File: src/source/pdp8Pkg.sv
// PDP-8 shared definitions
// Word types, opcode and sequence encodings, sequencer timing flags
`default_nettype none

package pdp8Pkg;

  typedef logic [11:0] word12;
  typedef logic [11:0] address12;
  typedef logic [4:0]  stepCount;

  // Where the sequencer goes after fetch
  typedef enum logic [1:0] {
    seqDirect       = 2'd0,
    seqIndirect     = 2'd1,
    seqAutoIndex    = 2'd2,
    seqAutoIndexAlt = 2'd3   // Same path as seqAutoIndex
  } seqType;

  typedef enum logic [2:0] {
    opAnd, opTad, opIsz, opDca, opJms, opJmp, opIot, opOpr
  } opcode;

  typedef struct packed {
    logic ckFetch, ckAuto1, ckAuto2, ckInd;
    logic ckExec1, ckExec2, ckExec3, ckExec4, ckExec5, ckExec6;
    logic stbFetch, stbAuto1, stbAuto2, stbInd;
    logic stbExec1, stbExec2, stbExec3, stbExec4, stbExec5, stbExec6;
  } timingBus;

  typedef struct packed {
    opcode    op;
    logic     indirect;
    address12 address;   // Effective address, page already applied
    logic [8:0] micro;
  } decodedInst;

  localparam address12 resetPc = 12'o0200;
  localparam int memWords = 4096;

  // Sequencer step numbers
  localparam stepCount stepFetch  = 5'd0;
  localparam stepCount stepBranch = 5'd1;
  localparam stepCount stepAuto1  = 5'd2;
  localparam stepCount stepInd    = 5'd6;
  localparam stepCount stepExec1  = 5'd8;
  localparam stepCount stepIdle   = 5'd31;

  // Page-zero auto-index locations 010-017
  localparam logic [3:0] autoIndexBlock = 4'b0001;

endpackage

`default_nettype wire

File: src/source/execUnit.sv
// PDP-8 execute unit
// Holds PC, AC, link and MB, drives memory and runs each opcode
`timescale 1ns/10ps
`default_nettype none

module execUnit (
  input  wire logic                 clk,
  input  wire logic                 reset,
  input  wire pdp8Pkg::timingBus    timing,
  input  wire pdp8Pkg::decodedInst  inst,
  input  wire pdp8Pkg::word12       readData,
  output pdp8Pkg::address12         memAddress,
  output pdp8Pkg::word12            memWriteData,
  output logic                      memWrite,
  output logic                      done,
  output logic                      haltRequest,
  output pdp8Pkg::address12         pc,
  output pdp8Pkg::word12            ac,
  output logic                      link
);
  import pdp8Pkg::*;

  word12     mb;
  address12  operandAddr;   // Pointer contents after indirection
  address12  target;
  logic      isMemRef;
  logic      isOpr;
  logic      lastExec1;
  logic      lastExec2;
  logic      lastExec3;
  logic      writesOperand;
  logic [12:0] tadSum;

  assign isMemRef = (inst.op < opIot);
  assign isOpr    = (inst.op == opOpr);
  assign target   = (isMemRef && inst.indirect) ? operandAddr : inst.address;
  assign tadSum   = {1'b0, ac} + {1'b0, mb};

  // Which exec window ends the instruction
  assign lastExec1 = (inst.op == opJmp) || (inst.op == opIot) || isOpr;
  assign lastExec2 = (inst.op == opAnd) || (inst.op == opTad) || (inst.op == opDca);
  assign lastExec3 = (inst.op == opIsz) || (inst.op == opJms);
  assign writesOperand = (inst.op == opDca) || (inst.op == opIsz) || (inst.op == opJms);

  assign done = (timing.stbExec1 & lastExec1) | (timing.stbExec2 & lastExec2) |
                (timing.stbExec3 & lastExec3);
  // Group 2 OPR with HLT
  assign haltRequest = timing.stbExec1 & isOpr & inst.micro[8] & ~inst.micro[0] &
                       inst.micro[1];

  always_comb begin
    if (timing.ckFetch) begin
      memAddress = pc;
    end else if (timing.ckAuto1 || timing.ckAuto2 || timing.ckInd) begin
      memAddress = inst.address;   // Pointer location
    end else begin
      memAddress = target;
    end
  end

  assign memWriteData = timing.ckAuto1 ? readData + 12'd1 : mb;
  assign memWrite     = timing.stbAuto1 | (timing.stbExec2 & writesOperand);

  always_ff @(posedge clk) begin
    if (timing.stbInd) operandAddr <= readData;
    if (timing.stbExec1) begin
      case (inst.op)
        opAnd, opTad: mb <= readData;
        opIsz:        mb <= readData + 12'd1;
        opDca:        mb <= ac;
        opJms:        mb <= pc;  // Return address, already past the JMS
        default:      mb <= mb;
      endcase
    end
  end

  always_ff @(posedge clk) begin
    if (reset) begin
      pc   <= resetPc;
      ac   <= '0;
      link <= 1'b0;
    end else begin
      if (timing.stbFetch) pc <= pc + 12'd1;
      if (timing.stbExec1) begin
        if (inst.op == opJmp) pc <= target;
        if (isOpr && !inst.micro[8]) begin
          if (inst.micro[7]) ac <= '0;    // CLA
          if (inst.micro[6]) link <= 1'b0; // CLL
        end
      end
      if (timing.stbExec2) begin
        case (inst.op)
          opAnd: ac <= ac & mb;
          opTad: begin
            ac   <= tadSum[11:0];
            link <= link ^ tadSum[12];
          end
          opDca:   ac <= '0;
          default: ac <= ac;
        endcase
      end
      if (timing.stbExec3) begin
        if (inst.op == opIsz && mb == 12'd0) pc <= pc + 12'd1; // Skip on zero
        if (inst.op == opJms) pc <= target + 12'd1;
      end
    end
  end

endmodule

`default_nettype wire

File: config.mk
export PLATFORM = sky130hd
export DESIGN_NAME = execUnit
export DESIGN_NICKNAME = d
export VERILOG_FILES = /design/src/source/pdp8Pkg.sv /design/src/source/execUnit.sv
export SDC_FILE = /design/constraint.sdc
export NUM_CORES = 1
export LEC_CHECK = 0
export BUFFER_PORTS_ARGS = -buffer_cell sky130_fd_sc_hd__buf_2
export CORE_MARGIN = 1
export CORE_UTILIZATION = 60
export CTS_CLUSTER_SIZE = 28
export DETAILED_ROUTE_END_ITERATION = 8
export PLACE_DENSITY = 0.93
export SYNTH_ARGS = -nofsm -noshare
export SYNTH_HDL_FRONTEND = slang
export SYNTH_SLANG_ARGS = --single-unit
File: constraint.sdc
create_clock -name clk -period 4.5 [get_ports clk]
set_input_delay 0.225 -clock clk [delete_from_list [all_inputs] [get_ports clk]]
set_output_delay 0.225 -clock clk [all_outputs]
set_load 0.05 [all_outputs]
Yosys cells after proc, flatten, opt, wreduce, memory -nomap -nowiden
Index checks and enable logic that the tools add are counted.
{"block": "totals", "regBits": 49, "latchBits": 0, "ramBits": 0, "mem_bits_ro": 0, "input_bits": 59, "elab_cells": 75, "memories": 0}
{"block": "classes", "n_addsub": 4, "mul": 0, "div_mod_pow": 0, "magnitude_cmp": 1, "eq_ne": 8, "n_shift": 0, "mux": 21, "bitwise_logic": 14, "n_reduce_logical": 22}
{"cell": "two-way mux 12 bit", "n": 14}
{"cell": "case mux 12 bit (4 select lines)", "n": 1}
{"cell": "adder 12 x 1 -> 12 bit, second input constant", "n": 3}
{"cell": "case mux 12 bit (3 select lines)", "n": 1}
{"cell": "adder 12 x 12 -> 13 bit", "n": 1}
{"cell": "AND 12 bit", "n": 1}
{"cell": "== test 3 bit, second input constant", "n": 4}
{"cell": "logical NOT 12 bit", "n": 1}
{"cell": "logical OR 1 bit", "n": 9}
{"cell": "AND 1 bit", "n": 8}
{"cell": "== test 3 x 2 -> 1 bit, second input constant", "n": 2}
{"cell": "nonzero test 2 bit", "n": 3}
{"cell": "two-way mux 1 bit", "n": 5}
{"cell": "inequality test 4 x 1 -> 1 bit, second input constant", "n": 1}
{"cell": "AND reduction 4 bit", "n": 1}
{"cell": "nonzero test 4 bit", "n": 1}
{"cell": "== test 3 x 1 -> 1 bit, second input constant", "n": 1}
{"cell": "logical AND 1 bit", "n": 3}
{"cell": "logical NOT 3 bit", "n": 1}
{"cell": "< comparator 3 bit, second input constant", "n": 1}
{"cell": "OR 1 bit", "n": 3}
{"cell": "AND reduction 2 bit", "n": 1}
{"cell": "OR reduction 2 bit", "n": 1}
{"cell": "logical NOT 1 bit", "n": 1}
{"cell": "2 further kinds", "n": 2}

Longest topological paths before layout
{"block": "depth", "ltp_word": 8, "ltp_mapped": 12, "depth_no_buf": 9}

Worst setup path before layout
Ideal clock, no wire load.
{"block": "synth_timing", "path_type": "input-to-output", "from": "input port inst[24] in the netlist's numbering", "to": "output port memAddress[11]", "t_arrival_ps": 2615, "path_slack_ps": 1660, "stages": 8, "n_path_buf": 4, "cell_sequence": "buf_2 a21boi_1 buf_2 buf_2 buf_2 nand2_1 mux2i_1 o21ai_0"}
{"block": "synth_between", "elab_chain_len": 5}
{"item": "from (decl)", "line": "execUnit.sv:10", "rtl": "input wire pdp8Pkg::decodedInst inst,"}
{"item": "< comparator 3 bit", "line": "execUnit.sv:34", "rtl": "assign isMemRef = (inst.op < opIot);"}
{"item": "logical AND 1 bit", "line": "execUnit.sv:36", "rtl": "assign target = (isMemRef && inst.indirect) ? operandAddr : inst.address;"}
{"item": "two-way mux 12 bit", "line": "execUnit.sv:36"}
{"item": "two-way mux 12 bit", "line": "execUnit.sv:54", "rtl": "end else if (timing.ckAuto1 || timing.ckAuto2 || timing.ckInd) begin"}
{"item": "two-way mux 12 bit", "line": "execUnit.sv:52", "rtl": "if (timing.ckFetch) begin"}
{"item": "to (decl)", "line": "execUnit.sv:12", "rtl": "output pdp8Pkg::address12 memAddress,"}
Every way passes these cells.

Worst setup path after layout
{"block": "layout_timing", "from": "register mb[0]", "to": "register ac[8]"}
{"block": "layout_between", "elab_chain_len": 3}
{"item": "from (decl)", "line": "execUnit.sv:23", "rtl": "word12 mb;"}
{"item": "from (signal assigned)", "line": "execUnit.sv:68", "rtl": "opAnd, opTad: mb <= readData;"}
{"item": "from (signal assigned)", "line": "execUnit.sv:69", "rtl": "opIsz: mb <= readData + 12'd1;"}
{"item": "from (signal assigned)", "line": "execUnit.sv:71", "rtl": "opJms: mb <= pc;"}
{"item": "adder 12 x 12 -> 13 bit", "line": "execUnit.sv:37", "rtl": "assign tadSum = {1'b0, ac} + {1'b0, mb};"}
{"item": "case mux 12 bit (3 select lines)", "line": "execUnit.sv:92", "rtl": "case (inst.op)"}
{"item": "two-way mux 12 bit", "line": "execUnit.sv:91", "rtl": "if (timing.stbExec2) begin"}
{"item": "to (signal assigned)", "line": "execUnit.sv:93", "rtl": "opAnd: ac <= ac & mb;"}
{"item": "to (signal assigned)", "line": "execUnit.sv:95", "rtl": "ac <= tadSum[11:0];"}
{"item": "to (decl)", "line": "execUnit.sv:18", "rtl": "output pdp8Pkg::word12 ac,"}
Every way passes these cells.
A chain may end at the register's enable or synchronous reset.

==> metrics.yaml <==
fill_cells: 606
holdCritPathClass: "primary input to flip-flop"
port_buffers: 96
die-area_um2: 8170
p_leak_nw: 2.12
core_area_um2: 7410
fmax_ghz: 0.375
num-nets-final: 753
setup_violations: 0
start_kind: "flip-flop"
post-cts-setup-buffer-count: 0
dr.pass1.iters: 5
die_x_um: 90.4
cts_buffers: 5
tritoncts: "yes"
cp-end-kind: "flip-flop"
drive_above_1_share: 0.174
dp_hpwl_mm: 11.2
syn_nets: 691
worstSkewPairLatency_ns: 0.32
finish.utilization: 0.708
finClkSkew_ns: 0.0216
drtIter0Drc: 660
drcViolationCount: 0
post_drt_via_cell_ratio: 6.72
antenna_left: 0
layout-area-overhead-vs-synth_pct: 11.9
cp-startpoint: "mb[0]"
dieHeight_um: 90.4
grt_max_degree: 37
antenna_found_initial: 0
grt_setup_unrepaired: "no"
synth_area_um2: 4690
worst_slew_pin_slew_ns: 1.26
cts_resized: 0
finalMaxSlewViolations: 0
hp-start: "timing[4]"
vias: 5232
r2r_start: "mb[0]"
cts_num_sinks: 49
arrival_ns: 2.91
synthCells: 616
setup_tns_ns: 0
ir_worst_vdd_v: 0.000198
diodes: 0
synth_seq_cells: 49
grt_overflow_total: 0
fin_hold_ws_ns: 0.120
crit_fanout: 4
io_pins: 111
power_density_nw_per_um2: 254
synth_edf_count: 24
clock_path_buffers: 2
maxCapViolations: 0
cts_root_buf: "clkbuf_8"
grt_use_total: 0.364
grt_pass1_wl_mm: 23.9
cts.clk_slew.worst_paths_ns: 0.11
cp.required_ns: 4.74
post_drt_wl_per_cell_um: 19.4
initial_core_util: 0.633
finalCriticalPeriod_ns: 2.67
seq_area_frac_synth: 0.260
ys.flop_type: "dfxtp_1"
routed_wl_mm: 15.1
status: "finished clean"
slew_headroom: 0.159
cts_hold_buffers: 0
grt_pass1_vias: 4731
period_share: 0.593
dpl_cell_area_um2: 5140
final_area_um2: 5250
synth_cell_type_count: 64
synthArstFlopShare: 0
htree_num_levels: 2
synth.avg_cell_area_um2: 7.61
path_class: "flip-flop to flip-flop"
gp_congestion: 0.994
yosysWarnings: 0
finalHoldViolations: 0
total_power_mw: 1.33
rows: 31
==> logic make-up after synthesis <==
kind of cell               after synthesis  share of synthesized area
AOI/OAI and AO/OA                      204                      0.275
and+or+nand+nor                        215                      0.224
DFF                                     49                      0.260
buffers and inverters                   57                     0.0496
xor gates and xnor gates                52                     0.0971
adders and majority gates               16                     0.0443
muxes                                   23                     0.0499
==> critical path: stages (launching register included) <==
cell and delay [ns]:
edfxtp_1 0.46, ha_1 0.27, fa_1 0.45, a211oi_1 0.34, o21ai_0 0.27, a21oi_1 0.22
xor2_1 0.07, or3_1 0.30, a221oi_1 0.22
==> routing by layer <==
metal / part of all wire / track usage / vias up
li1: - / - / 2392
met1: 0.39 / 0.492 / 2345
met2: 0.44 / 0.580 / 430
met3: 0.13 / 0.0741 / 65
met4: 0.032 / 0.126 / 0
met5: 0 / 0 / -
==> synthesized netlist by cell type, drive strengths merged, types with 7 or more instances <==
| library cell | count | area share |
|---|---|---|
| and3 | 9 | 0.012 |
| a22oi | 8 | 0.013 |
| a21oi | 48 | 0.051 |
| a2bb2oi | 8 | 0.015 |
| o221ai | 7 | 0.013 |
| dfxtp | 25 | 0.11 |
| ha | 15 | 0.040 |
| o21ai | 66 | 0.071 |
| nor3 | 15 | 0.016 |
| xor2 | 26 | 0.049 |
| mux2i | 20 | 0.043 |
| nand4 | 9 | 0.012 |
| nand2b | 10 | 0.013 |
| nand3 | 13 | 0.014 |
| a31oi | 8 | 0.011 |
| clkbuf | 31 | 0.025 |
| xnor2 | 26 | 0.049 |
| o211ai | 9 | 0.014 |
| nand2 | 76 | 0.061 |
| inv | 12 | 0.0096 |
| buf | 14 | 0.015 |
| edfxtp | 24 | 0.15 |
| o2bb2ai | 8 | 0.015 |
| nor2 | 50 | 0.040 |
==> worst paths after layout <==
| path | endpoint | slack, ns | depth (start not counted) |
|---|---|---|---|
| max | ac[8] | 1.83 | 8 |
| min | link | 0.12 | 2 |
| max reg2reg | ac[8] | 1.83 | 8 |
| min reg2reg | ac[0] | 0.56 | 2 |
==> metrics by stage <==
step / instances / setup slack (ns)
2_1_floorplan: 616 / 1.66
3_3_place_gp: 770 / 1.74
3_5_place_dp: 770 / 1.66
4_1_cts: 778 / 1.86
5_1_grt: 778 / 1.69
6_report: 778 / 1.83
==> cell usage in the layout (no fill, tap or decap), types with 4 or more instances in the layout <==
| cell type | Yosys | layout |
|---|---|---|
| a211oi_1 | 6 | 6 |
| a21o_1 | 6 | 6 |
| a21oi_1 | 48 | 48 |
| a221oi_1 | 5 | 5 |
| a22oi_1 | 8 | 8 |
| a2bb2oi_1 | 8 | 8 |
| a31oi_1 | 8 | 8 |
| and2_1 | 5 | 5 |
| and3_1 | 9 | 9 |
| buf_2 | 9 | 96 |
| buf_4 | 0 | 4 |
| clkbuf_8 | 0 | 5 |
| dfxtp_1 | 25 | 25 |
| edfxtp_1 | 24 | 24 |
| ha_1 | 15 | 15 |
| inv_1 | 12 | 12 |
| mux2i_1 | 20 | 20 |
| nand2_1 | 76 | 76 |
| nand2b_1 | 10 | 10 |
| nand3_1 | 13 | 13 |
| nand4_1 | 9 | 9 |
| nor2_1 | 50 | 50 |
| nor2b_1 | 6 | 6 |
| nor3_1 | 15 | 15 |
| o211ai_1 | 9 | 9 |
| o21ai_0 | 59 | 59 |
| o21ai_1 | 6 | 6 |
| o221ai_1 | 7 | 7 |
| o22ai_1 | 6 | 6 |
| o2bb2ai_1 | 8 | 8 |
| xnor2_1 | 26 | 26 |
| xor2_1 | 26 | 26 |
==> state kept, by name (all words and copies together) (netlist names) <==
signal and cells:
operandAddr 12, pc 12, ac 12, link 1, mb 12
==> report_power, final <==
part | total, mW | internal (mW) | switching, mW
sequential | 0.550 | 0.500 | 0.0498
combinational | 0.462 | 0.145 | 0.317
clock | 0.322 | 0.165 | 0.157
total | 1.33 | 0.809 | 0.524
==> final cells by class <==
class / count / area [µm²] / share of cell area
multi-input combinational: 510 / 3240 / 0.617
inverter: 12 / 45.0 / 0.00859
sequential: 49 / 1220 / 0.233
clock inverter: 2 / 33.8 / 0.00644
clock buffer: 6 / 72.6 / 0.0138
tap: 99 / 124 / 0.0236
timing repair buffer: 100 / 510 / 0.0973
Power figures use the tool's default switching activity.
