--- src/source/pdp8Pkg.sv ---
// PDP-8 shared definitions
// Word types, opcode and sequence encodings, sequencer timing flags
`default_nettype none

package pdp8Pkg;

  typedef logic [11:0] word12;
  typedef logic [11:0] address12;
  typedef logic [4:0]  stepCount;

  // Where the sequencer goes after fetch
  typedef enum logic [1:0] {
    seqDirect       = 2'd0,
    seqIndirect     = 2'd1,
    seqAutoIndex    = 2'd2,
    seqAutoIndexAlt = 2'd3   // Same path as seqAutoIndex
  } seqType;

  typedef enum logic [2:0] {
    opAnd, opTad, opIsz, opDca, opJms, opJmp, opIot, opOpr
  } opcode;

  typedef struct packed {
    logic ckFetch, ckAuto1, ckAuto2, ckInd;
    logic ckExec1, ckExec2, ckExec3, ckExec4, ckExec5, ckExec6;
    logic stbFetch, stbAuto1, stbAuto2, stbInd;
    logic stbExec1, stbExec2, stbExec3, stbExec4, stbExec5, stbExec6;
  } timingBus;

  typedef struct packed {
    opcode    op;
    logic     indirect;
    address12 address;   // Effective address, page already applied
    logic [8:0] micro;
  } decodedInst;

  localparam address12 resetPc = 12'o0200;
  localparam int memWords = 4096;

  // Sequencer step numbers
  localparam stepCount stepFetch  = 5'd0;
  localparam stepCount stepBranch = 5'd1;
  localparam stepCount stepAuto1  = 5'd2;
  localparam stepCount stepInd    = 5'd6;
  localparam stepCount stepExec1  = 5'd8;
  localparam stepCount stepIdle   = 5'd31;

  // Page-zero auto-index locations 010-017
  localparam logic [3:0] autoIndexBlock = 4'b0001;

endpackage

`default_nettype wire

--- src/source/instructionDecoder.sv ---
// PDP-8 instruction decoder
// Picks the post-fetch sequence and holds the decoded instruction
`timescale 1ns/10ps
`default_nettype none

module instructionDecoder (
  input  wire logic               clk,
  input  wire logic               reset,
  input  wire pdp8Pkg::timingBus  timing,
  input  wire pdp8Pkg::word12     readData,
  input  wire pdp8Pkg::address12  pc,
  output pdp8Pkg::seqType         seqSelect,
  output pdp8Pkg::decodedInst     inst
);
  import pdp8Pkg::*;

  logic isMemRef;
  logic pageBit;

  assign isMemRef = (readData[11:9] < 3'd6);  // IOT and OPR take no operand
  assign pageBit  = readData[7];

  always_comb begin
    if (!isMemRef || !readData[8]) begin
      seqSelect = seqDirect;
    end else if (!pageBit && readData[6:3] == autoIndexBlock) begin
      seqSelect = seqAutoIndex;
    end else begin
      seqSelect = seqIndirect;
    end
  end

  always_ff @(posedge clk) begin
    if (reset) begin
      inst <= '0;
    end else if (timing.stbFetch) begin
      inst.op       <= opcode'(readData[11:9]);
      inst.indirect <= readData[8];
      inst.address  <= pageBit ? {pc[11:7], readData[6:0]} : {5'd0, readData[6:0]}; // pc not yet bumped
      inst.micro    <= readData[8:0];
    end
  end

endmodule

`default_nettype wire

--- config.mk ---
export PLATFORM = sky130hd
export DESIGN_NAME = instructionDecoder
export DESIGN_NICKNAME = d
export VERILOG_FILES = /design/src/source/pdp8Pkg.sv /design/src/source/instructionDecoder.sv
export SDC_FILE = /design/constraint.sdc
export NUM_CORES = 1
export LEC_CHECK = 0
export ABC_AREA = 0
export ABC_CLOCK_PERIOD_IN_PS = 800
export BUFFER_PORTS_ARGS = -buffer_cell sky130_fd_sc_hd__buf_2
export CORE_MARGIN = 5
export CORE_UTILIZATION = 25
export CTS_CLUSTER_DIAMETER = 150
export CTS_CLUSTER_SIZE = 30
export DETAILED_ROUTE_END_ITERATION = 10
export GPL_TIMING_DRIVEN = 0
export HOLD_SLACK_MARGIN = 0.15
export PLACE_DENSITY = 0.66
export SLEW_MARGIN = 20
export SYNTH_ARGS = -nofsm -noshare
export SYNTH_HDL_FRONTEND = slang
export SYNTH_SLANG_ARGS = --single-unit
--- constraint.sdc ---
create_clock -name clk -period 0.8 [get_ports clk]
set_input_delay 0.08 -clock clk [delete_from_list [all_inputs] [get_ports clk]]
set_output_delay 0.08 -clock clk [all_outputs]
set_load 0.01 [all_outputs]
# == After elaboration in Yosys (flattened, before gate mapping) ==
# Index checks and enable logic that the tools add are counted.
# totals
wordCells,14
inputBits,46
regBits,25
# op_classes
n_reduce_logical,5
n_mux,3
n_lt_le_gt_ge,1
eq_ne,1
# ops
operator,count
12-bit two-way mux,1
"4-bit by 1-bit equality test with 1-bit output, second input constant",1
2-bit two-way mux,2
1-bit zero test,3
"3-bit < comparator, second input constant",1
1-bit logical AND,1
1-bit logical OR,1

# == Depth between registers and ports, before layout ==
# Gate-level depths: netlist of run 1.
# logic_depth
depth_word,4
ltp_mapped,3
mapped_depth_nobuf,2

# == Worst setup path after synthesis of run 1 ==
# Ideal clock, no wire load.
# synth_path
path_kind,input to output
from,input readData[4]
to,output seqSelect[1]
path_stages,2
slack_ns,0.111
required_time_ns,0.720
n_path_buf,0
arrival_time_ns,0.609
cell_sequence,nor4_2 -> and4_1
# synth_between
elab_chain_len,4
# synth_lines
element,line_no,rtl
from (decl),instructionDecoder.sv:10,"input wire pdp8Pkg::word12 readData,"
4-bit by 1-bit equality test with 1-bit output,instructionDecoder.sv:26,end else if (!pageBit && readData[6:3] == autoIndexBlock) begin
1-bit logical AND,instructionDecoder.sv:26,
2-bit two-way mux,instructionDecoder.sv:26,
2-bit two-way mux,instructionDecoder.sv:24,if (!isMemRef || !readData[8]) begin
to (decl),instructionDecoder.sv:12,"output pdp8Pkg::seqType seqSelect,"
# Every way passes these cells.

# == Worst setup path in the final report of run 1 ==
# layout_path
from,register inst[12] (netlist name)
to,output inst[12] (netlist name)
# layout_lines
element,line_no,rtl
from (decl),instructionDecoder.sv:13,output pdp8Pkg::decodedInst inst
# No word-level cell between the ends.

==> results of run 1 <==
## cells in the final DEF (no fill, tap or decap), types with 3 or more instances in the layout
cell type / n
buf_4: 4
clkbuf_4: 3
nor2_1: 12
dfxtp_2: 16
dlygate4sd3_1: 16
nand3_1: 5
nand2b_1: 4
a21oi_1: 5
buf_2: 25
buf_6: 31
mux2i_1: 12
## Yosys cell counts
| cell | count | share of area [%] |
|---|---|---|
| nor4_2 | 1 | 1.7 |
| buf_6 | 2 | 3.1 |
| and4_1 | 1 | 1.2 |
| nand3_1 | 5 | 3.5 |
| a221oi_1 | 1 | 1.2 |
| buf_4 | 8 | 8.4 |
| buf_2 | 2 | 1.4 |
| nand2b_1 | 5 | 4.4 |
| mux2i_1 | 12 | 17 |
| dfxtp_1 | 17 | 47 |
| a21oi_1 | 5 | 3.5 |
| inv_1 | 1 | 0.52 |
| nor2_1 | 12 | 6.3 |
| nand2_1 | 1 | 0.52 |
## report_power, final
| group | switching [mW] | internal [mW] |
|---|---|---|
| combinational | 0.187 | 0.307 |
| clock | 0.271 | 0.194 |
| sequential | 0.0361 | 0.898 |
| total | 0.493 | 1.40 |
## per-stage QoR
stage	hold slack [ns]	instance area [um2]	total power [mW]
CTS	0.1084	1384	1.912
floorplan	0.2272	716.9	1.113
finish	0.04375	1400	1.893
detailed placement	0.3292	980.9	1.265
global placement	0.3175	980.9	1.256
global route	0.07643	1400	2.011
## critical path: stages, from the launching register on
cell and delay, ns:
dfxtp_2 0.35, buf_6 0.11, buf_6 0.11
## logic make-up (layout without fill, tap and decap cells)
kind of cell,Yosys count,in the layout,synth area share (%)
and+or+nand+nor,25,25,17.62
muxes,12,12,16.75
DFF,17,17,47.47
AOI/OAI and AO/OA,6,6,4.712
buffers and inverters,13,81,13.44
## final timing paths
check	endpoint
setup / recovery	inst[12]
hold / removal	inst[16]
setup reg to reg	inst[15]
hold reg to reg	inst[18]
## what timing repair did
action	4_1_cts	5_1_grt
setup endpoints to repair	27	35
gates resized for setup	47	5
endpoints found under the hold margin	17	7
buffers inserted	2	1
pin swaps	2	1
## metal layers
layer / GRT usage [%] / vias to the layer above / wire length, um / share of wire [%]
li1: - / 375 / - / -
met1: 11.25 / 352 / 784 / 34
met2: 23.60 / 24 / 1333 / 58
met3: 3.908 / 6 / 126 / 5.5
met4: 5.455 / 0 / 42 / 1.8
met5: 0 / - / 0 / 0
## area by class of cell
| class | instances | area share, % |
|---|---|---|
| Inverter | 1 | 0.2681 |
| Clock buffer | 4 | 1.877 |
| Multi-Input combinational cell | 43 | 21.63 |
| Sequential cell | 17 | 26.01 |
| Timing Repair Buffer | 64 | 38.70 |
| Buffer | 12 | 8.758 |
| Tap cell | 31 | 2.770 |
==> flow_metrics.tcl, run 1 <==
set metrics [dict create \
    run_status "finished, violations left" \
    failed_checks "setup timing" \
    drtIter0Drc 3 \
    r2r_slack_ns 0.07 \
    largest_reg_flops 17 \
    num_rows 19 \
    fin_skew_ns 0 \
    setup_tns_ns -1.720 \
    clk_path_buf_depth 2 \
    ioPinCount 73 \
    die_h_um 63.55 \
    grt.total_usage_pct 12.19 \
    critical_path.max_fanout 3 \
    via_count 757 \
    cp.arrival_ns 0.85 \
    worstSetupPathType "reg -> out" \
    grt_max_degree 11 \
    final_util_pct 50.77 \
    endpoint_kind "output port" \
    hold_violations 0 \
    yosys_warnings 0 \
    grt_pass1_vias 860 \
    drive_gt1_share_pct 58.87 \
    die-area_um2 4039 \
    critPathLaunch "inst[12]" \
    wl_per_cell_um 13.29 \
    syn_nets 119 \
    drt_wl_total_um 2286 \
    fin_cells 172 \
    place_hpwl_um 1466 \
    cts_tree "yes" \
    worstPathRequired_ns 0.72 \
    power.density_nw_per_um2 1352 \
    top_regs "inst (17)" \
    p_leak_nw 0.6795 \
    seqCellArea_um2 364.1 \
    clockRootBuffer "clkbuf_4" \
    clkSlewWorstSetupHoldPaths_ns 0.10 \
    cts_buffers 3 \
    hold_path_depth 2 \
    drc 0 \
    pre_cts_ws_ns -0.1810 \
    netlist-cell-type-count 14 \
    period_share_pct 116.6 \
    slew_viol_final 0 \
    grt_pass1_wl_um 3877 \
    largest_register "inst" \
    via_per_inst 4.401 \
    fillers 256 \
    cts.sinks 17 \
    setup_ws_ns -0.1327 \
    core_um2 2758 \
    h-tree-depth 1 \
    area_delta_synth_final_pct 95.29 \
    irDropWorstVdd_uv 809.5 \
    finalSetupViolCount 26 \
    syn_area_per_cell_um2 9.821 \
    clk_latency_ns 0.29 \
    antenna_cells 0 \
    die_w_um 63.55 \
    multi_input_area_um2 302.8 \
    rsz0062_at_grt "true" \
    max-slew-margin-rel_pct 84.46 \
    dp.cells 149 \
    grt.overflow.total 0 \
    antenna_found_initial 0 \
    fmax_mhz 1072 \
    min_from "reset" \
    first_pass_iters 2 \
    r2r-start "inst[15]" \
    initial_utilization_pct 26.00 \
    ys_seq_area_share_pct 47.47 \
    tightest_slew_ns 0.2314 \
    fin_crit_ns 0.9327 \
    maxCapViolCount 0 \
    cp-start-kind "flip-flop" \
    ant_nets 0 \
    synth_area_um2 716.9 \
    synthCells 73 \
    place.gp.congestion 0.6992 \
    io_buffers 45 \
    synth-seq-cells 17 \
    cts_hold_buf 18 \
    reg2reg_depth 3 \
    hp-class "in -> reg" \
    final_nets 188 \
]
Power figures use the tool's default switching activity.
==> inputs of run 2 (changes only) <==
--- a/config.mk
+++ b/config.mk
@@ -9,13 +9,13 @@
 export ABC_CLOCK_PERIOD_IN_PS = 800
 export BUFFER_PORTS_ARGS = -buffer_cell sky130_fd_sc_hd__buf_2
 export CORE_MARGIN = 5
-export CORE_UTILIZATION = 25
+export CORE_UTILIZATION = 34
 export CTS_CLUSTER_DIAMETER = 150
 export CTS_CLUSTER_SIZE = 30
 export DETAILED_ROUTE_END_ITERATION = 10
 export GPL_TIMING_DRIVEN = 0
 export HOLD_SLACK_MARGIN = 0.15
-export PLACE_DENSITY = 0.66
+export PLACE_DENSITY = 0.84
 export SLEW_MARGIN = 20
 export SYNTH_ARGS = -nofsm -noshare
 export SYNTH_HDL_FRONTEND = slang
==> run 2 against run 1 <==
Against the previous run: the run still ends with setup timing left; power about the same; via count increased by 6.6%; setup slack improved by 0.0027 ns; wire length increased by 10%; non-clock buffer count decreased by 2; worst hold slack improved by 0.026 ns; largest power group unchanged.
==> flow_metrics.tcl, run 2 (synthesis results as in run 1) <==
set metrics [dict create \
    drc 0 \
    worstPathRequired_ns 0.72 \
    irDropWorstVdd_uv 955.9 \
    endpoint "inst[10]" \
    first_pass_iters 4 \
    grt_max_degree 11 \
    via_count 807 \
    grt.total_usage_pct 16.18 \
    fin_cells 166 \
    reg2reg_depth 3 \
    run_status "finished, violations left" \
    fmax_mhz 1075 \
    fin_crit_ns 0.9300 \
    endpoint_kind "output port" \
    die_h_um 55.92 \
    cp.arrival_ns 0.85 \
    failed_checks "setup timing" \
    slew_viol_final 0 \
    via_per_inst 4.861 \
    final_cell_mix "buf_6 (35), buf_2 (20), dfxtp_2 (17), mux2i_1 (12), nor2_1 (12)" \
    core_um2 1982 \
    ioPinCount 73 \
    top_regs "inst (17)" \
    fin_skew_ns 0 \
    hold_violations 0 \
    final_nets 186 \
    cts.sinks 17 \
    worstSetupPathType "reg -> out" \
    grt.overflow.total 0 \
    antenna_cells 0 \
    place_hpwl_um 1438 \
    drt_wl_total_um 2515 \
    initial_utilization_pct 36.17 \
    dpl_cell_area_um2 975.9 \
    clk_latency_ns 0.28 \
    hold_ws_ns 0.06939 \
    period_share_pct 116.3 \
    maxCapViolCount 0 \
    io_buffers 45 \
    finalInstanceArea_um2 1424 \
    setup_tns_ns -1.427 \
    power.density_nw_per_um2 1330 \
    grt_pass1_wl_um 4022 \
    cts_buffers 3 \
    drtIter0Drc 11 \
    critPathLaunch "inst[10]" \
    h-tree-depth 1 \
    max-slew-margin-rel_pct 82.81 \
    clkSlewWorstSetupHoldPaths_ns 0.09 \
    largest_register "inst" \
    finalSetupViolCount 22 \
    p_leak_nw 0.7224 \
    setup_ws_ns -0.1300 \
    tightest_slew_ns 0.2559 \
    clockRootBuffer "clkbuf_4" \
    grt_pass1_vias 827 \
    hp-class "in -> reg" \
    wl_per_cell_um 15.15 \
    cp-start-kind "flip-flop" \
    critical_path.max_fanout 3 \
    largest_reg_flops 17 \
    die_w_um 55.92 \
    r2r_slack_ns 0.10 \
    cts_tree "yes" \
    final_common_cell "buf_6" \
    ant_nets 0 \
    num_rows 16 \
    r2r-start "inst[19]" \
    final_util_pct 71.84 \
    dp.cells 145 \
    area_delta_synth_final_pct 98.60 \
    clk_path_buf_depth 2 \
    place.gp.congestion 0.7958 \
    drive_gt1_share_pct 58.27 \
    antenna_found_initial 0 \
    cts_hold_buf 17 \
    die-area_um2 3127 \
    rsz0062_at_grt "true" \
    reg2reg_to "inst[19]" \
]
[run 2: cell count changes in the layout (fill, tap and decap cells not counted), moves of 3 or more]
| cell | before | now |
|---|---|---|
| buf_2 | 25 | 20 |
| buf_4 | 4 | 1 |
| buf_6 | 31 | 35 |
| dlygate4sd3_1 | 16 | 10 |
| dlymetal6s4s_1 | 0 | 6 |
[run 2: cell type report]
class / instances / area [um2]
buffer: 12 / 122.6
clock buffer: 4 / 26.28
fill: 131 / 558.0
inverter: 1 / 3.754
multi-input combinational: 43 / 299.0
sequential: 17 / 361.6
tap: 27 / 33.78
timing repair buffer: 62 / 576.8
[run 2: power by group]
part,internal (mW),switching (mW)
Clock,0.193,0.239
Combinational,0.324,0.194
Sequential,0.901,0.0431
[run 2: stage by stage]
| step | power, mW | worst slack (ns) |
|---|---|---|
| finish | 1.893 | -0.1300 |
| global route | 1.987 | -0.1716 |
| CTS | 1.872 | -0.1265 |
| detailed placement | 1.265 | -0.1495 |
| global placement | 1.253 | -0.1595 |
| floorplan | 1.113 | 0.1114 |
[run 2: per-layer routing]
metal | track usage, % | vias to the layer above | share of wire, %
li1 | - | 373 | -
met5 | 0 | - | 0
met2 | 30.91 | 36 | 57
met3 | 4.872 | 4 | 6.4
met1 | 17.06 | 394 | 35
met4 | 4.068 | 0 | 1.8
[run 2: worst min path at each step]
stage | from | end | slack, ns | cells after the start
6_report | reset | inst[20] | 0.07 | 2
5_1_grt | reset | inst[19] | 0.07 | 2
4_1_cts | timing[9] | inst[17] | 0.12 | 3
3_5_place_dp | readData[0] | inst[9] | 0.34 | 3
3_3_place_gp | readData[9] | inst[22] | 0.32 | 3
2_1_floorplan | readData[2] | inst[11] | 0.23 | 2
[run 2: worst max-delay path: stages (launching register included)]
cell	delay, ns
dfxtp_2	0.35
buf_6	0.11
buf_6	0.11
[run 2: what timing repair did]
| item | CTS | global route |
|---|---|---|
| buffers inserted | 0 | 1 |
| endpoints found under the hold margin | 16 | 7 |
| pin swaps | 2 | 3 |
| endpoints found under the setup margin | 27 | 38 |
| gates resized for setup | 51 | 13 |
