[config.mk]
export PLATFORM = sky130hd
export DESIGN_NAME = sequencer
export DESIGN_NICKNAME = d
export VERILOG_FILES = /design/src/source/pdp8Pkg.sv /design/src/source/sequencer.sv
export SDC_FILE = /design/constraint.sdc
export NUM_CORES = 1
export LEC_CHECK = 0
export BUFFER_PORTS_ARGS = -buffer_cell sky130_fd_sc_hd__buf_2
export CORE_MARGIN = 2
export CORE_UTILIZATION = 35
export DETAILED_ROUTE_END_ITERATION = 7
export GPL_TIMING_DRIVEN = 1
export PLACE_DENSITY_LB_ADDON = 0.15
export RECOVER_POWER = 50
export SLEW_MARGIN = 25
export SYNTH_ARGS = -nofsm -noshare
export SYNTH_HDL_FRONTEND = slang
export SYNTH_SLANG_ARGS = --single-unit
[constraint.sdc]
create_clock -name clk -period 2.1 [get_ports clk]
set_input_delay 0.21 -clock clk [delete_from_list [all_inputs] [get_ports clk]]
set_output_delay 0.21 -clock clk [all_outputs]
set_load 0.02 [all_outputs]
[src/source/pdp8Pkg.sv]
// PDP-8 shared definitions
// Word types, opcode and sequence encodings, sequencer timing flags
`default_nettype none

package pdp8Pkg;

  typedef logic [11:0] word12;
  typedef logic [11:0] address12;
  typedef logic [4:0]  stepCount;

  // Where the sequencer goes after fetch
  typedef enum logic [1:0] {
    seqDirect       = 2'd0,
    seqIndirect     = 2'd1,
    seqAutoIndex    = 2'd2,
    seqAutoIndexAlt = 2'd3   // Same path as seqAutoIndex
  } seqType;

  typedef enum logic [2:0] {
    opAnd, opTad, opIsz, opDca, opJms, opJmp, opIot, opOpr
  } opcode;

  typedef struct packed {
    logic ckFetch, ckAuto1, ckAuto2, ckInd;
    logic ckExec1, ckExec2, ckExec3, ckExec4, ckExec5, ckExec6;
    logic stbFetch, stbAuto1, stbAuto2, stbInd;
    logic stbExec1, stbExec2, stbExec3, stbExec4, stbExec5, stbExec6;
  } timingBus;

  typedef struct packed {
    opcode    op;
    logic     indirect;
    address12 address;   // Effective address, page already applied
    logic [8:0] micro;
  } decodedInst;

  localparam address12 resetPc = 12'o0200;
  localparam int memWords = 4096;

  // Sequencer step numbers
  localparam stepCount stepFetch  = 5'd0;
  localparam stepCount stepBranch = 5'd1;
  localparam stepCount stepAuto1  = 5'd2;
  localparam stepCount stepInd    = 5'd6;
  localparam stepCount stepExec1  = 5'd8;
  localparam stepCount stepIdle   = 5'd31;

  // Page-zero auto-index locations 010-017
  localparam logic [3:0] autoIndexBlock = 4'b0001;

endpackage

`default_nettype wire

[src/source/sequencer.sv]
// PDP-8 step sequencer
// Run/single-instruction control and ck/stb timing window generation
`timescale 1ns/10ps
`default_nettype none

module sequencer (
  input  wire logic             clk,
  input  wire logic             reset,
  input  wire logic             startStop,
  input  wire logic             singleStep,
  input  wire logic             done,
  input  wire logic             haltRequest,
  input  wire pdp8Pkg::seqType  seqSelect,
  output pdp8Pkg::timingBus     timing,
  output logic                  running
);
  import pdp8Pkg::*;

  stepCount   stepCnt;
  stepCount   stepNext;
  logic       singleInst;
  logic       stopPending;   // Stop requested, taken at end of instruction
  logic       lastStartStop;
  logic       lastSingleStep;
  logic       startEdge;
  logic       stepEdge;
  logic       runNext;
  logic       singleNext;
  logic [3:0] window;
  logic [9:0] ckHit;
  logic [9:0] stbHit;

  assign startEdge = startStop & ~lastStartStop;
  assign stepEdge  = singleStep & ~lastSingleStep;

  always_comb begin
    if (haltRequest || (done && stopPending)) begin
      runNext = 1'b0;
    end else if (startEdge && !running) begin
      runNext = 1'b1;
    end else begin
      runNext = running;
    end
  end

  assign singleNext = (stepEdge & ~running) | (singleInst & ~done);

  // Normal advance, branching after fetch
  always_comb begin
    stepNext = stepCnt + 5'd1;
    if (stepCnt == stepBranch) begin
      case (seqSelect)
        seqDirect:   stepNext = stepExec1;
        seqIndirect: stepNext = stepInd;
        default:     stepNext = stepAuto1;
      endcase
    end
  end

  always_ff @(posedge clk) begin
    if (reset) begin
      stepCnt        <= stepIdle;
      running        <= 1'b0;
      singleInst     <= 1'b0;
      stopPending    <= 1'b0;
      lastStartStop  <= 1'b0;
      lastSingleStep <= 1'b0;
    end else begin
      lastStartStop  <= startStop;
      lastSingleStep <= singleStep;
      running        <= runNext;
      singleInst     <= singleNext;
      stopPending    <= (running & startEdge) | (stopPending & ~done);
      if (done) begin
        stepCnt <= (runNext | singleNext) ? stepFetch : stepIdle; // Park at 31 when stopping
      end else if (running || singleInst) begin
        stepCnt <= stepNext;
      end
    end
  end

  assign window = stepCnt[4:1];
  assign ckHit  = reset ? 10'd0 : (10'd1 << window);  // Steps 20 and up hit nothing
  assign stbHit = ckHit & {10{stepCnt[0]}};

  assign timing.ckFetch  = ckHit[0];
  assign timing.ckAuto1  = ckHit[1];
  assign timing.ckAuto2  = ckHit[2];
  assign timing.ckInd    = ckHit[3];
  assign timing.ckExec1  = ckHit[4];
  assign timing.ckExec2  = ckHit[5];
  assign timing.ckExec3  = ckHit[6];
  assign timing.ckExec4  = ckHit[7];
  assign timing.ckExec5  = ckHit[8];
  assign timing.ckExec6  = ckHit[9];
  assign timing.stbFetch = stbHit[0];
  assign timing.stbAuto1 = stbHit[1];
  assign timing.stbAuto2 = stbHit[2];
  assign timing.stbInd   = stbHit[3];
  assign timing.stbExec1 = stbHit[4];
  assign timing.stbExec2 = stbHit[5];
  assign timing.stbExec3 = stbHit[6];
  assign timing.stbExec4 = stbHit[7];
  assign timing.stbExec5 = stbHit[8];
  assign timing.stbExec6 = stbHit[9];

endmodule

`default_nettype wire

# ---- After elaboration in Yosys (flattened, before gate mapping)
# Cells that the tools add are included.
dict set report word_totals {
  input_bits 8
  out_inout_bits 21
  register_bits 10
}
dict set report op_classes {
  n_bitwise 14
  n_reduce_logical 7
  mux 8
  add_sub_neg 1
  n_eq_ne 2
  shift 1
}
# op n
set ops {}
lappend ops {{two-way mux 5 bit} 4}
lappend ops {{AND 10 bit} 1}
lappend ops {{two-way mux 10 bit} 1}
lappend ops {{left shift 1 x 4 -> 10 bit (first input constant)} 1}
lappend ops {{one-hot mux 4 bit (2 select lines)} 1}
lappend ops {{AND 1 bit} 6}
lappend ops {{adder 5 x 1 -> 5 bit (second input constant)} 1}
lappend ops {{equality test 5 x 1 -> 1 bit (second input constant)} 1}
lappend ops {{inverter 1 bit} 4}
lappend ops {{bitwise OR 1 bit} 3}
lappend ops {{equality test 2 x 1 -> 1 bit (second input constant)} 1}
lappend ops {{logical AND 1 bit} 2}
lappend ops {{zero test 2 bit} 1}
lappend ops {{logical OR 1 bit} 2}
lappend ops {{two-way mux 1 bit} 2}
lappend ops {{nonzero test 2 bit} 1}
lappend ops {{zero test 1 bit} 1}

# ---- Logic depth before layout (Yosys ltp)
# Gate-level depths: netlist of run 1.
dict set report logic_depth {
  depth_word 8
  mapped_depth 7
  mapped_depth_nobuf 6
}

# ---- Worst setup path after synthesis of run 1
# OpenSTA, ideal clock, no wires.
dict set report synth_timing {
  kind {register -> register}
  startpoint {register stepCnt[1]}
  endpoint {register stepCnt[3]}
  required_ps 2043
  n_path_buf 1
  path_slack_ps 120
  synth_period_minus_slack_ps 1980
  t_arrival_ps 1923
  path_stages_with_launch 8
  setup_time_ps 57
  cell_sequence {dfxtp_1 clkbuf_1 inv_1 ha_1 or4b_4 or3_1 a311oi_1 a211o_2}
}
dict set report synth_via {
  elab_chain_len 4
}
# item line
set synth_rtl {}
lappend synth_rtl {{from (decl)} sequencer.sv:19} ;# stepCount stepCnt;
lappend synth_rtl {{from (signal assigned)} sequencer.sv:62} ;# stepCnt <= stepIdle;
lappend synth_rtl {{from (signal assigned)} sequencer.sv:75} ;# stepCnt <= (runNext | singleNext) ? stepFetch : stepIdle;
lappend synth_rtl {{from (signal assigned)} sequencer.sv:77} ;# stepCnt <= stepNext;
lappend synth_rtl {{adder 5 x 1 -> 5 bit or equality test 5 x 1 -> 1 bit (tied branches)} {sequencer.sv:50, sequencer.sv:51}}
lappend synth_rtl {{two-way mux 5 bit (*)} sequencer.sv:51} ;# if (stepCnt == stepBranch) begin
lappend synth_rtl {{two-way mux 5 bit (*)} sequencer.sv:76} ;# end else if (running || singleInst) begin
lappend synth_rtl {{two-way mux 5 bit (*)} sequencer.sv:74} ;# if (done) begin
# Mark *: on every way between the ends. The rest lies on a longest branch, timed or not. The select of a mux whose other input is x is not followed.
# A chain may end at the register's enable or synchronous reset.

# ---- Worst setup path after layout of run 1
dict set report layout_timing {
  startpoint {register stepCnt[0]}
  endpoint {register stepCnt[3]}
}
# Same word-level chain as after synthesis.

==> flow_metrics.env, run 1 <==
export IMPL_outcome="complete, no violations"
export IMPL_synth_top_family_by_area="simple AND/OR/NAND/NOR gates"
export IMPL_dp_slack_ns=0.158
export IMPL_cts_setup_buffers=0
export IMPL_intPower_w=0.000369
export IMPL_async_reset_ff_share_pct=0
export IMPL_ir_drop_mv=0.434
export IMPL_firstDrtPassIters=4
export IMPL_dieArea_um2=2290
export IMPL_fin_cells=152
export IMPL_worstPathRequired_ns=2.33
export IMPL_maxSlewViolCount=0
export IMPL_crit_path_max_fanout=8
export IMPL_grt_met1_usage_pct=23.7
export IMPL_ys_ff_latch=10
export IMPL_cts_root_buf="clkbuf_4"
export IMPL_clock_sinks=10
export IMPL_start_util_pct=38.2
export IMPL_clk_path_buf_depth=2
export IMPL_track_usage_pct=17.3
export IMPL_crit_type="reg2reg"
export IMPL_tns_ns=0
export IMPL_num_vias=772
export IMPL_ios=29
export IMPL_gr_usage_met3_pct=4.53
export IMPL_synthAdderAreaFrac_pct=3.71
export IMPL_synth_fp_nets=108
export IMPL_yosysTopAreaCell="dfxtp_1"
export IMPL_dieHeight_um=47.9
export IMPL_sequentialPowerShare_pct=40.7
export IMPL_cts_tree="yes"
export IMPL_grt_setup_unrepaired="no"
export IMPL_clk_pin_slew_worst_paths_ns=0.07
export IMPL_busiest_layer="met2"
export IMPL_ys_flop_type="dfxtp_1"
export IMPL_numCtsBuffers=3
export IMPL_syn_avg_cell_area_um2=6.88
export IMPL_critPathSlowestCell="dfxtp_1"
export IMPL_cpPeakStageDelay_ns=0.48
export IMPL_p_sw_share_pct=33.5
export IMPL_grt_pass1_wl_mm=2.72
export IMPL_cp_num_buf_inv=0
export IMPL_cp_arrival_ns=2.20
export IMPL_hp_class="in2reg"
export IMPL_worstSetupStartpointType="flip-flop"
export IMPL_post_dp_hpwl_mm=1.36
export IMPL_grt_max_degree=15
export IMPL_ctsResizeCount=0
export IMPL_drive_gt1_share_pct=22.8
export IMPL_antenna_found_initial=0
export IMPL_p_leak_nw=0.375
export IMPL_routed_wl_mm=1.81
export IMPL_globalplace_congestion=0.809
export IMPL_via_per_inst=5.08
export IMPL_drtIter0Drc=24
export IMPL_synth_compound_area_share_pct=18.2
export IMPL_fin_crit_ns=1.97
export IMPL_crit_family="simple AND/OR/NAND/NOR gates"
export IMPL_period_share_pct=93.8
export IMPL_wl_per_cell_um=11.9
export IMPL_synthMuxAreaShare_pct=0
export IMPL_design_core_area_um2=1760
export IMPL_synthesis_area_um2=674
export IMPL_gr_total_overflow=0
export IMPL_path_cells="ha_1, or4b_4, or3_1, a311oi_1, a211o_2"
export IMPL_worst_slack_ns=0.131
export IMPL_multi_input_area_um2=437
export IMPL_power_switching_w=0.000186
export IMPL_drcViolationCount=0
export IMPL_ant_nets=0
export IMPL_fillers=198
export IMPL_port_buffers=28
export IMPL_cap_violations=0
export IMPL_combPwrFrac_pct=26.3
export IMPL_hold_violations=0
export IMPL_synth_edff_count=0
export IMPL_synthTopCellsByArea="dfxtp_1, nor2_1, a21oi_1"
export IMPL_synth_seq_area_share_pct=29.7
export IMPL_antenna_cells=0
export IMPL_netlist_area_leader_share_pct=29.7
export IMPL_setup_viol=0
export IMPL_area_growth_pct=27.3
export IMPL_cellPowerDensity_nw_per_um2=647
export IMPL_yosys_area_share_simple_pct=41.6
export IMPL_dpl_cell_count=148
export IMPL_finClkSkew_ns=0.000763
export IMPL_num_rows=15
export IMPL_grt_pass1_vias=619
export IMPL_fp_dieW_um=47.9
export IMPL_yosys_area_share_xor_xnor_pct=1.30
export IMPL_htree_levels=1
export IMPL_fmax_mhz=508
export IMPL_slew_headroom_pct=60.0
export IMPL_holdBufCountCts=0
export IMPL_seq_area_um2=200
export IMPL_layout_nets=138
export IMPL_met2_usage_pct=25.1
export IMPL_p_clk_share_pct=33.0
export IMPL_synth_most_common_cell="nor2_1"
export IMPL_synth_common_cells="nor2_1, dfxtp_1, a21oi_1, nand2_1, o21ai_0"
export IMPL_insertion_delay_ns=0.28
export IMPL_ys_warn_count=0
export IMPL_crit_path_end_kind="flip-flop"
export IMPL_tightest_slew_ns=0.594
export IMPL_syn_inst=98
export IMPL_yosysUniqueCellTypes=30
-- kinds of logic (layout without fill, tap and decap cells) --
group,Yosys count,in the layout
AOI/OAI and AO/OA,20,20
DFF,10,10
adders and majority gates,2,2
buffers and inverters,8,37
xor gates and xnor gates,1,1
and+or+nand+nor,57,57
-- layer usage --
metal	wire length, µm	part of all wire [%]	vias up
li1	-	-	400
met3	74	4.1	4
met2	848	47	20
met5	0	0	-
met4	26	1.4	0
met1	861	48	348
-- per-stage QoR --
stage / hold WS (ns) / power [W] / util (%) / instance area (µm²)
after floorplan: 0.338 / 0.000337 / - / 674
after global placement: 0.431 / 0.000376 / 47.3 / 835
after detailed placement: 0.435 / 0.000376 / 47.3 / 835
after CTS: 0.142 / 0.000560 / 49.4 / 871
after global routing: 0.150 / 0.000585 / 48.7 / 858
final: 0.145 / 0.000555 / 48.7 / 858
-- worst paths after layout --
check	start	to	slack, ns	depth (start not counted)
worst min register to register	lastSingleStep$_SDFF_PP0_	singleInst$_SDFF_PP0_	0.51	2
worst min-delay path	singleStep	lastSingleStep$_SDFF_PP0_	0.14	2
worst max-delay path	stepCnt[0]$_SDFFE_PP1P_	stepCnt[3]$_SDFFE_PP1P_	0.13	5
worst max register to register	stepCnt[0]$_SDFFE_PP1P_	stepCnt[3]$_SDFFE_PP1P_	0.13	5
-- power groups by stage --
stage / clock, W / sequential, W / combinational (W)
3_3_place_gp: 0 / 0.000228 / 0.000147
5_1_grt: 0.000194 / 0.000228 / 0.000163
6_report: 0.000183 / 0.000226 / 0.000146
4_1_cts: 0.000188 / 0.000225 / 0.000147
3_5_place_dp: 0 / 0.000230 / 0.000146
2_1_floorplan: 0 / 0.000224 / 0.000112
-- layout by cell type (no fill, tap or decap), drive strengths merged, types with 2 or more instances in the layout --
cell type and n:
nand3 3, nor4 2, or3 2, nor2 27, nor3 4, buf 20, a31oi 2, nor2b 4
nand2 6, ha 2, inv 3, dfxtp 10, nand2b 2, o21ai 6, clkbuf 14, a21oi 6
-- registers in the layout, indices dropped and copies added (netlist names) --
| name | flops |
|---|---|
| stepCnt | 5 |
| lastSingleStep | 1 |
| lastStartStop | 1 |
| running | 1 |
| singleInst | 1 |
| stopPending | 1 |
-- layout make-up --
class,count,share of cell area (%)
clock buffer,4,4.23
inverter,3,1.31
multi-input combinational,80,50.9
sequential,10,23.3
tap,25,3.64
timing repair buffer,30,16.6
Power figures use the tool's default switching activity.
==> inputs of run 2 (changes only) <==
- CORE_MARGIN: 2 -> 3
- CORE_UTILIZATION: 35 -> 41
==> flow_metrics.env, run 2 (synthesis gave the netlist of run 1 again) <==
export IMPL_met2_usage_pct=26.9
export IMPL_numCtsBuffers=3
export IMPL_holdBufCountCts=0
export IMPL_post_dp_hpwl_mm=1.32
export IMPL_cp_arrival_ns=2.22
export IMPL_clk_pin_slew_worst_paths_ns=0.07
export IMPL_design_core_area_um2=1520
export IMPL_cellPowerDensity_nw_per_um2=646
export IMPL_drcViolationCount=0
export IMPL_gr_usage_met3_pct=2.34
export IMPL_grt_pass1_wl_mm=2.63
export IMPL_dieArea_um2=2170
export IMPL_gr_total_overflow=0
export IMPL_regMostFlops="stepCnt"
export IMPL_area_growth_pct=25.8
export IMPL_fin_crit_ns=2.01
export IMPL_drtIter0Drc=18
export IMPL_routed_wl_mm=1.74
export IMPL_hp_class="in2reg"
export IMPL_worstPathRequired_ns=2.32
export IMPL_clk_path_buf_depth=2
export IMPL_setup_viol=0
export IMPL_drive_gt1_share_pct=23.6
export IMPL_worstSetupStartpointType="flip-flop"
export IMPL_final_cell_mix="nor2_1, buf_2, dfxtp_1"
export IMPL_busiest_layer="met2"
export IMPL_finClkSkew_ns=0.00167
export IMPL_cap_violations=0
export IMPL_placed_area_um2=823
export IMPL_ios=29
export IMPL_num_rows=14
export IMPL_fp_dieW_um=46.6
export IMPL_fmax_mhz=498
export IMPL_hold_violations=0
export IMPL_outcome="complete, no violations"
export IMPL_num_vias=784
export IMPL_maxSlewViolCount=0
export IMPL_ctsResizeCount=0
export IMPL_crit_path_end_kind="flip-flop"
export IMPL_clock_sinks=10
export IMPL_cts_tree="yes"
export IMPL_grt_met1_usage_pct=21.7
export IMPL_firstDrtPassIters=4
export IMPL_via_per_inst=5.48
export IMPL_dieHeight_um=46.6
export IMPL_globalplace_congestion=0.897
export IMPL_ir_drop_mv=0.394
export IMPL_insertion_delay_ns=0.27
export IMPL_crit_type="reg2reg"
export IMPL_track_usage_pct=16.6
export IMPL_antenna_found_initial=0
export IMPL_port_buffers=28
export IMPL_tightest_slew_ns=0.534
export IMPL_grt_max_degree=15
export IMPL_wl_per_cell_um=12.1
export IMPL_largest_reg_flops=5
export IMPL_p_leak_nw=0.380
export IMPL_ant_nets=0
export IMPL_htree_levels=1
export IMPL_crit_path_max_fanout=8
export IMPL_slew_headroom_pct=64.0
export IMPL_cts_setup_buffers=0
export IMPL_antenna_cells=0
export IMPL_grt_setup_unrepaired="no"
export IMPL_cts_root_buf="clkbuf_4"
export IMPL_grt_pass1_vias=596
export IMPL_final_cell_area_um2=848
export IMPL_mostFrequentLayoutCell="nor2_1"
export IMPL_start_util_pct=44.3
export IMPL_period_share_pct=95.6
export IMPL_r2r_setup_slack_ns=0.09
export IMPL_tns_ns=0
export IMPL_layout_nets=138
## run 2: changes by cell type in the layout (fill, tap and decap cells not counted), sizes merged
cell and change:
buf +1, clkbuf -1
## run 2: worst max-delay path, cell delays in order, from the launching register on
cell	delay, ns
dfxtp_1	0.47
ha_1	0.20
or4b_4	0.48
or3_1	0.37
a311oi_1	0.30
a211o_2	0.14
## run 2: path summary, 6_finish.rpt
kind / startpoint / endpoint / cells past startpoint
worst max-delay path: stepCnt[0]$_SDFFE_PP1P_ / stepCnt[3]$_SDFFE_PP1P_ / 5
worst min-delay path: singleStep / lastSingleStep$_SDFF_PP0_ / 2
worst max register to register: stepCnt[0]$_SDFFE_PP1P_ / stepCnt[3]$_SDFFE_PP1P_ / 5
worst min register to register: lastSingleStep$_SDFF_PP0_ / singleInst$_SDFF_PP0_ / 2
## run 2: area by class of cell
| class | count | area [µm²] |
|---|---|---|
| Inverter | 3 | 11.3 |
| Clock buffer | 4 | 36.3 |
| Tap cell | 16 | 20.0 |
| Sequential cell | 10 | 200 |
| Multi-Input combinational cell | 80 | 437 |
| Fill cell | 164 | 676 |
| Timing Repair Buffer | 30 | 144 |
## run 2: per-layer routing
metal | vias to the layer above | share of wire, % | wire length [µm]
met5 | - | 0 | 0
met3 | 4 | 8.4 | 146
li1 | 399 | - | -
met4 | 0 | 1.4 | 24
met1 | 345 | 45 | 780
met2 | 36 | 45 | 785
## run 2: stage by stage
step	utilization, %	power [W]	cells	setup WS (ns)	hold slack (ns)
6_report	55.7	0.000548	143	0.0914	0.159
5_1_grt	55.7	0.000579	143	0.0334	0.170
4_1_cts	56.4	0.000554	143	0.111	0.157
2_1_floorplan	-	0.000337	98	0.120	0.338
3_3_place_gp	54.0	0.000375	139	0.215	0.431
3_5_place_dp	54.0	0.000377	139	0.127	0.437
## run 2: where the power goes
group | switching (W) | total (W) | internal, W
Combinational | 0.0000884 | 0.000147 | 0.0000583
Sequential | 0.0000198 | 0.000226 | 0.000206
Clock | 0.0000705 | 0.000176 | 0.000105
